[src/hdl/rom_params.svh]
`ifndef ROM_PARAMS_SVH
`define ROM_PARAMS_SVH

// Byte offsets of the ROM regions in SDRAM, main ROM sits at 0
`define SND_START   22'h01_0000
`define SCR_START   22'h01_2000
`define OBJ_START   22'h02_2000
`define PROM_START  25'h04_2000  // PROMs go to BRAM, not SDRAM

// Slot address widths
`define SCR_AW      14  // 32-bit words
`define OBJ_AW      15  // 32-bit words
`define SND_AW      13
`define MAIN_AW     16

// Pixel clock enable ratios
`define CEN_N60     10'd1   // 12 MHz from 48 MHz
`define CEN_M60     10'd4
`define CEN_N       10'd32  // ~12.288 MHz
`define CEN_M       10'd125

`endif

[src/hdl/rom_map_pkg.sv]
package rom_map_pkg;

// Region a loader byte falls into
typedef enum logic [2:0] {
    REG_MAIN,
    REG_SND,
    REG_SCR,
    REG_OBJ,
    REG_PROM
} region_t;

// SDRAM word address used while programming
typedef logic [21:0] prog_addr_t;

// Byte enables, active low, bit 0 is the low byte
typedef logic [1:0]  prog_mask_t;

localparam prog_mask_t MASK_EVEN = 2'b10;   // low byte written
localparam prog_mask_t MASK_ODD  = 2'b01;   // high byte written

endpackage

[src/hdl/sdram_pkg.sv]
package sdram_pkg;

typedef logic [21:0] sdram_addr_t;  // 16-bit word address
typedef logic [15:0] sdram_word_t;
typedef logic [ 1:0] slot_idx_t;

// Slot numbering, also the bit position in req/gnt/dst/rdy
localparam slot_idx_t SLOT_SCR  = 2'd0;
localparam slot_idx_t SLOT_OBJ  = 2'd1;
localparam slot_idx_t SLOT_SND  = 2'd2;
localparam slot_idx_t SLOT_MAIN = 2'd3;

localparam int SLOT_N = 4;

endpackage

[src/hdl/frac_cen.sv]
`timescale 1ns/1ps

// Clock enable at n/m of the clock rate, plus a half-rate enable
module frac_cen #(
    parameter int W = 10
) (
    input  logic         clk,
    input  logic         arst_n,
    input  logic [W-1:0] n,
    input  logic [W-1:0] m,
    output logic         cen2,
    output logic         cen
);

logic [W:0] acc;
logic [W:0] sum;
logic       over;
logic       phase;

assign sum  = acc + {1'b0, n};
assign over = sum >= {1'b0, m};

always_ff @(posedge clk or negedge arst_n) begin
    if (!arst_n) begin
        acc   <= '0;
        cen2  <= 1'b0;
        cen   <= 1'b0;
        phase <= 1'b0;
    end else begin
        cen2 <= over;
        cen  <= over & phase;   // every second cen2
        if (over) begin
            acc   <= sum - {1'b0, m};
            phase <= ~phase;
        end else begin
            acc <= sum;
        end
    end
end

endmodule

[src/hdl/rom_dwnld.sv]
`timescale 1ns/1ps
`include "rom_params.svh"

module rom_dwnld import rom_map_pkg::*; (
    input  logic        clk,
    input  logic        arst_n,
    input  logic        downloading,
    input  logic [24:0] ioctl_addr,
    input  logic [ 7:0] ioctl_dout,
    input  logic        ioctl_wr,
    input  logic        sdram_ack,
    output prog_addr_t  prog_addr,
    output logic [15:0] prog_data,
    output prog_mask_t  prog_mask,
    output logic        prog_we,
    output logic        prom_we
);

localparam logic [24:0] SND_START  = 25'(`SND_START);
localparam logic [24:0] SCR_START  = 25'(`SCR_START);
localparam logic [24:0] OBJ_START  = 25'(`OBJ_START);
localparam logic [24:0] PROM_START = `PROM_START;

region_t    region;
prog_addr_t plain_addr;
prog_addr_t swz_addr;
logic       wr_en;

assign wr_en      = downloading & ioctl_wr;
assign plain_addr = ioctl_addr[22:1];

always_comb begin
    if (ioctl_addr >= PROM_START) begin
        region = REG_PROM;
    end else if (ioctl_addr >= OBJ_START) begin
        region = REG_OBJ;
    end else if (ioctl_addr >= SCR_START) begin
        region = REG_SCR;
    end else if (ioctl_addr >= SND_START) begin
        region = REG_SND;
    end else begin
        region = REG_MAIN;
    end
end

// Graphics words reordered so a fetch pair gives whole pixel words
always_comb begin
    swz_addr = plain_addr;
    case (region)
        REG_SCR: begin
            swz_addr[0]   = ~plain_addr[3];
            swz_addr[3:1] =  plain_addr[2:0];
        end
        REG_OBJ: begin
            swz_addr[0]   = ~plain_addr[3];
            swz_addr[1]   = ~plain_addr[4];
            swz_addr[5:2] = {plain_addr[5], plain_addr[2:0]};
        end
        default: ;
    endcase
end

always_ff @(posedge clk or negedge arst_n) begin
    if (!arst_n) begin
        prog_we <= 1'b0;
        prom_we <= 1'b0;
    end else begin
        prom_we <= wr_en && region == REG_PROM;
        if (sdram_ack) prog_we <= 1'b0;
        if (wr_en && region != REG_PROM) prog_we <= 1'b1;   // new byte wins over ack
    end
end

always_ff @(posedge clk) begin
    if (wr_en) begin
        // PROM bytes carry their offset inside the PROM area
        prog_addr <= region == REG_PROM ? prog_addr_t'(ioctl_addr - PROM_START) : swz_addr;
        prog_data <= {2{ioctl_dout}};
        prog_mask <= ioctl_addr[0] ? MASK_ODD : MASK_EVEN;
    end
end

// Loader must wait for the previous SDRAM write
a_no_overrun: assert property (@(posedge clk) disable iff (!arst_n)
    ioctl_wr |-> !prog_we || sdram_ack);

endmodule

[src/hdl/rom_slot.sv]
`timescale 1ns/1ps

// ROM slot with a one-entry cache
module rom_slot import sdram_pkg::*; #(
    parameter type data_t = logic [31:0],
    parameter int  AW     = 14
) (
    input  logic          clk,
    input  logic          arst_n,
    input  logic          cs,
    input  logic [AW-1:0] addr,
    input  sdram_addr_t   offset,
    output data_t         dout,
    output logic          ok,
    output logic          req,
    output sdram_addr_t   req_addr,
    input  logic          gnt,
    input  logic          dst,
    input  logic          rdy,
    input  sdram_word_t   word
);

localparam int WORDS = ($bits(data_t) > 16) ? 2 : 1;
localparam int BW    = 16 * WORDS;

sdram_addr_t     word_addr;
sdram_addr_t     tag;
logic            valid;
logic            busy;      // request in flight
logic            hit;
logic [BW-1:0]   fill_q;

always_comb begin
    if (WORDS == 2) begin
        word_addr = sdram_addr_t'({addr, 1'b0});
    end else begin
        word_addr = sdram_addr_t'(addr >> 1);
    end
end

assign hit = valid && word_addr == tag;
assign ok  = cs && hit;

always_ff @(posedge clk or negedge arst_n) begin
    if (!arst_n) begin
        valid <= 1'b0;
        busy  <= 1'b0;
        req   <= 1'b0;
    end else begin
        if (gnt) req <= 1'b0;
        if (busy && rdy) begin
            busy  <= 1'b0;
            valid <= 1'b1;
        end else if (!busy && cs && !hit) begin
            busy  <= 1'b1;
            req   <= 1'b1;
            valid <= 1'b0;
        end
    end
end

always_ff @(posedge clk) begin
    if (!busy && cs && !hit) begin
        tag      <= word_addr;
        req_addr <= offset + word_addr;
    end
end

generate
    if (WORDS == 2) begin : g_wide
        // Low word arrives first
        always_ff @(posedge clk) begin
            if (busy && dst) fill_q <= {word, fill_q[BW-1 -: 16]};
        end
        assign dout = data_t'(fill_q);
    end else begin : g_byte
        always_ff @(posedge clk) begin
            if (busy && dst) fill_q <= word;
        end
        assign dout = data_t'(addr[0] ? fill_q[15:8] : fill_q[7:0]);  // odd byte high
    end
endgenerate

// Grant only comes to a pending request
a_gnt_req: assert property (@(posedge clk) disable iff (!arst_n)
    gnt |-> req);

endmodule

[src/hdl/rom_arbiter.sv]
`timescale 1ns/1ps

module rom_arbiter import rom_map_pkg::*, sdram_pkg::*; (
    input  logic                clk,
    input  logic                arst_n,
    input  logic                downloading,
    input  logic                prog_we,
    input  prog_addr_t          prog_addr,
    input  logic [SLOT_N-1:0]   req,
    input  sdram_addr_t         req_addr [SLOT_N],
    output logic [SLOT_N-1:0]   gnt,
    output logic [SLOT_N-1:0]   dst,
    output logic [SLOT_N-1:0]   rdy,
    output logic                sdram_req,
    output sdram_addr_t         sdram_addr,
    input  logic                sdram_ack,
    input  logic                data_dst,
    input  logic                data_rdy
);

slot_idx_t   pick;
slot_idx_t   owner;
logic        start;
logic        busy;
logic        req_q;
sdram_addr_t addr_q;

// Fixed priority, main CPU ahead of sound
always_comb begin
    if (req[SLOT_SCR]) begin
        pick = SLOT_SCR;
    end else if (req[SLOT_OBJ]) begin
        pick = SLOT_OBJ;
    end else if (req[SLOT_MAIN]) begin
        pick = SLOT_MAIN;
    end else begin
        pick = SLOT_SND;
    end
end

assign start = |req && !busy && !downloading;

always_comb begin
    gnt = '0;
    dst = '0;
    rdy = '0;
    if (start) gnt[pick] = 1'b1;
    if (busy) begin
        dst[owner] = data_dst;
        rdy[owner] = data_rdy;
    end
end

always_ff @(posedge clk or negedge arst_n) begin
    if (!arst_n) begin
        busy  <= 1'b0;
        req_q <= 1'b0;
        owner <= SLOT_SCR;
    end else if (start) begin
        busy  <= 1'b1;
        req_q <= 1'b1;
        owner <= pick;
    end else begin
        if (sdram_ack) req_q <= 1'b0;
        if (data_rdy)  busy  <= 1'b0;
    end
end

always_ff @(posedge clk) begin
    if (start) addr_q <= req_addr[pick];
end

// Loader owns the port during download
assign sdram_req  = downloading ? prog_we : req_q;
assign sdram_addr = downloading ? sdram_addr_t'(prog_addr) : addr_q;

a_rdy_owned: assert property (@(posedge clk) disable iff (!arst_n || downloading)
    data_rdy |-> busy);

endmodule

[src/hdl/rom_sys_top.sv]
`timescale 1ns/1ps
`include "rom_params.svh"

module rom_sys_top import rom_map_pkg::*, sdram_pkg::*; (
    input  logic                 clk,
    input  logic                 arst_n,
    input  logic                 sel60,      // 12 MHz pixel clock instead of 12.288
    output logic                 pxl2_cen,
    output logic                 pxl_cen,
    // ROM download
    input  logic                 downloading,
    input  logic [24:0]          ioctl_addr,
    input  logic [ 7:0]          ioctl_dout,
    input  logic                 ioctl_wr,
    output prog_addr_t           prog_addr,
    output logic [15:0]          prog_data,
    output prog_mask_t           prog_mask,
    output logic                 prog_we,
    output logic                 prom_we,
    // ROM slots
    input  logic                 scr_cs,
    input  logic [`SCR_AW-1:0]   scr_addr,
    output logic [31:0]          scr_data,
    output logic                 scr_ok,
    input  logic                 obj_cs,
    input  logic [`OBJ_AW-1:0]   obj_addr,
    output logic [31:0]          obj_data,
    output logic                 obj_ok,
    input  logic                 snd_cs,
    input  logic [`SND_AW-1:0]   snd_addr,
    output logic [ 7:0]          snd_data,
    output logic                 snd_ok,
    input  logic                 main_cs,
    input  logic [`MAIN_AW-1:0]  main_addr,
    output logic [ 7:0]          main_data,
    output logic                 main_ok,
    // SDRAM
    output logic                 sdram_req,
    output sdram_addr_t          sdram_addr,
    input  logic                 sdram_ack,
    input  sdram_word_t          data_read,
    input  logic                 data_dst,
    input  logic                 data_rdy
);

localparam sdram_addr_t SCR_OFFSET  = sdram_addr_t'(`SCR_START >> 1);
localparam sdram_addr_t OBJ_OFFSET  = sdram_addr_t'(`OBJ_START >> 1);
localparam sdram_addr_t SND_OFFSET  = sdram_addr_t'(`SND_START >> 1);
localparam sdram_addr_t MAIN_OFFSET = '0;

logic [SLOT_N-1:0] slot_req;
logic [SLOT_N-1:0] slot_gnt;
logic [SLOT_N-1:0] slot_dst;
logic [SLOT_N-1:0] slot_rdy;
sdram_addr_t       slot_addr [SLOT_N];

frac_cen u_cen (
    .clk    ( clk                           ),
    .arst_n ( arst_n                        ),
    .n      ( sel60 ? `CEN_N60 : `CEN_N     ),
    .m      ( sel60 ? `CEN_M60 : `CEN_M     ),
    .cen2   ( pxl2_cen                      ),
    .cen    ( pxl_cen                       )
);

rom_dwnld u_dwnld (
    .clk         ( clk         ),
    .arst_n      ( arst_n      ),
    .downloading ( downloading ),
    .ioctl_addr  ( ioctl_addr  ),
    .ioctl_dout  ( ioctl_dout  ),
    .ioctl_wr    ( ioctl_wr    ),
    .sdram_ack   ( sdram_ack   ),
    .prog_addr   ( prog_addr   ),
    .prog_data   ( prog_data   ),
    .prog_mask   ( prog_mask   ),
    .prog_we     ( prog_we     ),
    .prom_we     ( prom_we     )
);

rom_slot #(.data_t(logic [31:0]), .AW(`SCR_AW)) u_scr (
    .clk      ( clk                  ),
    .arst_n   ( arst_n               ),
    .cs       ( scr_cs               ),
    .addr     ( scr_addr             ),
    .offset   ( SCR_OFFSET           ),
    .dout     ( scr_data             ),
    .ok       ( scr_ok               ),
    .req      ( slot_req[SLOT_SCR]   ),
    .req_addr ( slot_addr[SLOT_SCR]  ),
    .gnt      ( slot_gnt[SLOT_SCR]   ),
    .dst      ( slot_dst[SLOT_SCR]   ),
    .rdy      ( slot_rdy[SLOT_SCR]   ),
    .word     ( data_read            )
);

rom_slot #(.data_t(logic [31:0]), .AW(`OBJ_AW)) u_obj (
    .clk      ( clk                  ),
    .arst_n   ( arst_n               ),
    .cs       ( obj_cs               ),
    .addr     ( obj_addr             ),
    .offset   ( OBJ_OFFSET           ),
    .dout     ( obj_data             ),
    .ok       ( obj_ok               ),
    .req      ( slot_req[SLOT_OBJ]   ),
    .req_addr ( slot_addr[SLOT_OBJ]  ),
    .gnt      ( slot_gnt[SLOT_OBJ]   ),
    .dst      ( slot_dst[SLOT_OBJ]   ),
    .rdy      ( slot_rdy[SLOT_OBJ]   ),
    .word     ( data_read            )
);

rom_slot #(.data_t(logic [7:0]), .AW(`SND_AW)) u_snd (
    .clk      ( clk                  ),
    .arst_n   ( arst_n               ),
    .cs       ( snd_cs               ),
    .addr     ( snd_addr             ),
    .offset   ( SND_OFFSET           ),
    .dout     ( snd_data             ),
    .ok       ( snd_ok               ),
    .req      ( slot_req[SLOT_SND]   ),
    .req_addr ( slot_addr[SLOT_SND]  ),
    .gnt      ( slot_gnt[SLOT_SND]   ),
    .dst      ( slot_dst[SLOT_SND]   ),
    .rdy      ( slot_rdy[SLOT_SND]   ),
    .word     ( data_read            )
);

rom_slot #(.data_t(logic [7:0]), .AW(`MAIN_AW)) u_main (
    .clk      ( clk                  ),
    .arst_n   ( arst_n               ),
    .cs       ( main_cs              ),
    .addr     ( main_addr            ),
    .offset   ( MAIN_OFFSET          ),
    .dout     ( main_data            ),
    .ok       ( main_ok              ),
    .req      ( slot_req[SLOT_MAIN]  ),
    .req_addr ( slot_addr[SLOT_MAIN] ),
    .gnt      ( slot_gnt[SLOT_MAIN]  ),
    .dst      ( slot_dst[SLOT_MAIN]  ),
    .rdy      ( slot_rdy[SLOT_MAIN]  ),
    .word     ( data_read            )
);

rom_arbiter u_arb (
    .clk         ( clk         ),
    .arst_n      ( arst_n      ),
    .downloading ( downloading ),
    .prog_we     ( prog_we     ),
    .prog_addr   ( prog_addr   ),
    .req         ( slot_req    ),
    .req_addr    ( slot_addr   ),
    .gnt         ( slot_gnt    ),
    .dst         ( slot_dst    ),
    .rdy         ( slot_rdy    ),
    .sdram_req   ( sdram_req   ),
    .sdram_addr  ( sdram_addr  ),
    .sdram_ack   ( sdram_ack   ),
    .data_dst    ( data_dst    ),
    .data_rdy    ( data_rdy    )
);

endmodule

[config.mk]
export PLATFORM = sky130hd
export DESIGN_NAME = rom_sys_top
export DESIGN_NICKNAME = d
export VERILOG_FILES = /design/src/hdl/rom_map_pkg.sv /design/src/hdl/sdram_pkg.sv /design/src/hdl/frac_cen.sv /design/src/hdl/rom_dwnld.sv /design/src/hdl/rom_slot.sv /design/src/hdl/rom_arbiter.sv /design/src/hdl/rom_sys_top.sv
export VERILOG_INCLUDE_DIRS = /design/src /design/src/hdl
export SDC_FILE = /design/constraint.sdc
export NUM_CORES = 1
export LEC_CHECK = 0
export ABC_AREA = 1
export BUFFER_PORTS_ARGS = -buffer_cell sky130_fd_sc_hd__buf_2
export CAP_MARGIN = 40
export CORE_MARGIN = 5
export CORE_UTILIZATION = 50
export DETAILED_ROUTE_END_ITERATION = 7
export GPL_TIMING_DRIVEN = 0
export PLACE_DENSITY_LB_ADDON = 0.15
export SLEW_MARGIN = 20
export SYNTH_ARGS = -nofsm -noshare
export SYNTH_HDL_FRONTEND = slang
export SYNTH_HIERARCHICAL = 1
export SYNTH_SLANG_ARGS = --single-unit
[constraint.sdc]
create_clock -name clk -period 3.23 [get_ports clk]
set_clock_uncertainty 0.05 [all_clocks]
set_input_delay 0.1615 -clock clk [delete_from_list [all_inputs] [get_ports clk]]
set_output_delay 0.1615 -clock clk [all_outputs]
set_load 0.02 [all_outputs]
==> impl_metrics.json <==
{
  "cap_violations": 0,
  "relSlewSlack_pct": 46.11,
  "final_cell_area_sq_mm": 0.02433,
  "worstPathMaxFanout": 10,
  "antenna_found_initial": 0,
  "yosysUniqueCellTypes": 49,
  "hold_ws_ns": 0.03289,
  "vias_per_cell": 4.724,
  "postRouteAntennaNets": 0,
  "wl_microns": 50480,
  "h-tree-depth": 2,
  "fmax_mhz": 337.6,
  "maxSlewViolCount": 0,
  "status": "finished, final reports clean",
  "place.gp.congestion": 0.9246,
  "hp-class": "input pin to flop",
  "gr-total-overflow": 0,
  "fill_cells": 3166,
  "rows": 71,
  "antennaDiodeCount": 0,
  "grt_usage_pct": 23.52,
  "fp.coreArea_sq_mm": 0.03776,
  "critical_path_class": "flop to flop",
  "synth_edf_count": 294,
  "wl_per_cell_microns": 14.90,
  "port_buffers": 267,
  "power.total_w": 0.01550,
  "hpwl_microns": 39500,
  "nets": 3054,
  "synth-seq-cells": 326,
  "synth_warnings": 6,
  "dpl-instance-area_sq_mm": 0.02181,
  "crit_arrival_ns": 3.36,
  "syn_area_per_cell_sq_um": 8.501,
  "required_ns": 3.63,
  "regArea_sq_mm": 0.009629,
  "dieArea_sq_mm": 0.04239,
  "period_share_pct": 91.72,
  "syn_area_sq_mm": 0.01919,
  "area_growth_pct": 26.81,
  "final-hold-violation-count": 0,
  "vdd_drop_max_uv": 435.9,
  "synth_top_area_share_pct": 46.01,
  "clkSlewWorstSetupHoldPaths_ns": 0.06,
  "grt_pass1_wl_microns": 78560,
  "place_inst": 3207,
  "tightest_slew_ns": 0.8072,
  "grt_pass1_vias": 15450,
  "die_h_microns": 205.9,
  "tritoncts": "built",
  "yosysSeqAreaShare_pct": 50.19,
  "ys_top_cells_by_area": "edfxtp_1, nand2_1, inv_1",
  "via_count": 16010,
  "start_util_pct": 50.82,
  "cts_root_buf": "clkbuf_16",
  "setup_viol": 0,
  "synth_cells": 2257,
  "drive_above_1_share_pct": 17.82,
  "setup-tns-final_ns": 0,
  "layoutNonFillerInstCount": 3389,
  "grt_max_degree": 38,
  "firstDrtPassIters": 8,
  "first_iter_violations": 1013,
  "powerDensity_mw_per_mm2": 636.9,
  "io_pins": 270,
  "die_width_microns": 205.9,
  "synthArstFlopShare_pct": 9.816,
  "multi_input_area_sq_mm": 0.008656,
  "clock_sinks": 326,
  "start_kind": "flop",
  "clock_path_buffers": 3,
  "crit_path_end_kind": "flop",
  "rsz0062_at_grt": "no",
  "clkLatencyLatePin_ns": 0.57,
  "synth_top_area_cell": "edfxtp_1",
  "drc": 0,
  "synthFlopType": "edfxtp_1",
  "cts_buffers": 38,
  "leakagePower_nw": 11.81,
  "fin_crit_ns": 2.962
}
-- cell families after synthesis --
kind of cell / Yosys count / synth area share [%]
multiplexers: 16 / 0.9390
AO/OA/AOI/OAI: 95 / 2.915
AND/OR/NAND/NOR: 1270 / 28.60
other: 2 / 0.03914
XOR/XNOR: 70 / 3.352
buffers and inverters: 394 / 8.256
adder cells (fa/ha/maj): 84 / 5.712
flip-flops: 326 / 50.19
-- power by group --
part	switching (W)	internal, W
combinational	0.00339	0.00184
sequential	0.000305	0.00546
clock	0.00176	0.00274
-- stage by stage --
stage / util (%) / setup slack [ns]
floorplan: - / 0.5206
finish: 64.44 / 0.2675
detailed placement: 57.76 / 0.08727
global placement: 57.76 / 0.1581
global route: 64.44 / 0.02310
CTS: 64.24 / 0.06871
-- synthesized netlist by cell type, types with 6 or more instances --
cell and n:
nand2_1 793, inv_1 343, edfxtp_1 294, nor2_1 177
nand3_1 126, ha_1 78, xor2_1 50, a21oi_1 48
nand2_2 48, nand4_1 37, dfrtp_1 32, nor2_2 20
o21ai_0 19, mux2_2 16, xnor2_1 16, nor3_1 15
inv_2 13, buf_2 12, nand3_2 12, buf_4 10
nand3b_1 9, and2_1 8, o21ai_2 8, buf_6 7
o21bai_1 7, clkbuf_1 6, fa_1 6, nor2_4 6
-- per-layer routing --
layer / GRT usage [%] / vias to the layer above / wire [microns]
li1: - / 8194 / -
met1: 29.20 / 7243 / 20730
met2: 41.93 / 475 / 24880
met3: 4.001 / 96 / 3298
met4: 7.581 / 0 / 1577
met5: 0 / - / 0
-- critical path: stages, from the launching register on --
cell	delay, ns
dfrtp_1	0.32
ha_2	0.21
inv_1	0.06
fa_2	0.37
inv_2	0.09
nand3_1	0.07
nand3_1	0.13
nand2_1	0.09
nand3_1	0.09
nand2_1	0.12
ha_4	0.32
nand2_1	0.07
nor2_1	0.14
nand3_1	0.09
nand3_1	0.16
nand2_2	0.11
buf_2	0.19
nand4_1	0.10
nand2_1	0.07
-- final timing paths --
| path | startpoint | to | slack [ns] | cells after the start |
|---|---|---|---|---|
| setup / recovery | u_cen/acc[0] | u_cen/acc[1] | 0.27 | 18 |
| hold / removal | scr_cs | u_scr/busy | 0.03 | 5 |
| setup reg to reg | u_cen/acc[0] | u_cen/acc[1] | 0.27 | 18 |
| hold reg to reg | u_obj/dout[29] | u_obj/dout[13] | 0.39 | 0 |
| max in group asynchronous | arst_n | u_main/valid | 2.90 | 3 |
| min in group asynchronous | arst_n | u_arb/req_q | 0.04 | 3 |
-- layout make-up --
cell class / count / area share, %
inverters: 357 / 5.508
multi-input cells: 1709 / 35.58
well taps: 511 / 2.628
repair buffers: 382 / 10.31
clock buffers: 48 / 4.186
plain buffers: 37 / 1.008
flip-flops and latches: 326 / 39.58
clock inverters: 19 / 1.214
-- flip-flops by register name, indices dropped and copies added (netlist names), 12 cells and up --
name               count
u_obj/tag             15
u_snd/req_addr        22
u_snd/tag             12
u_main/tag            15
u_scr/tag             14
u_obj/req_addr        22
u_main/fill_q         16
u_main/req_addr       22
u_dwnld/prog_addr     22
u_obj/dout            32
u_arb/addr_q          22
u_snd/fill_q          16
u_scr/req_addr        22
u_scr/dout            32
-- cells in the final DEF (no fill, tap or decap), drive strengths merged, types with 18 or more instances in the layout --
cell         count
nand2          845
nand3          139
edfxtp         294
inv            359
conb           174
nand4           38
nor2           203
clkbuf          54
nor3            18
ha              78
a21oi           49
xor2            54
dfrtp           32
buf            300
dlygate4sd3    113
o21ai           32
-- repair_timing --
action / CTS / global route
gates resized for setup: 0 / 9
endpoints found under the hold margin: 197 / 0
setup endpoints to repair: 0 / 14
hold buffers: 113 / 0
buffers inserted: 0 / 0
(Power assumes the default switching activity.)
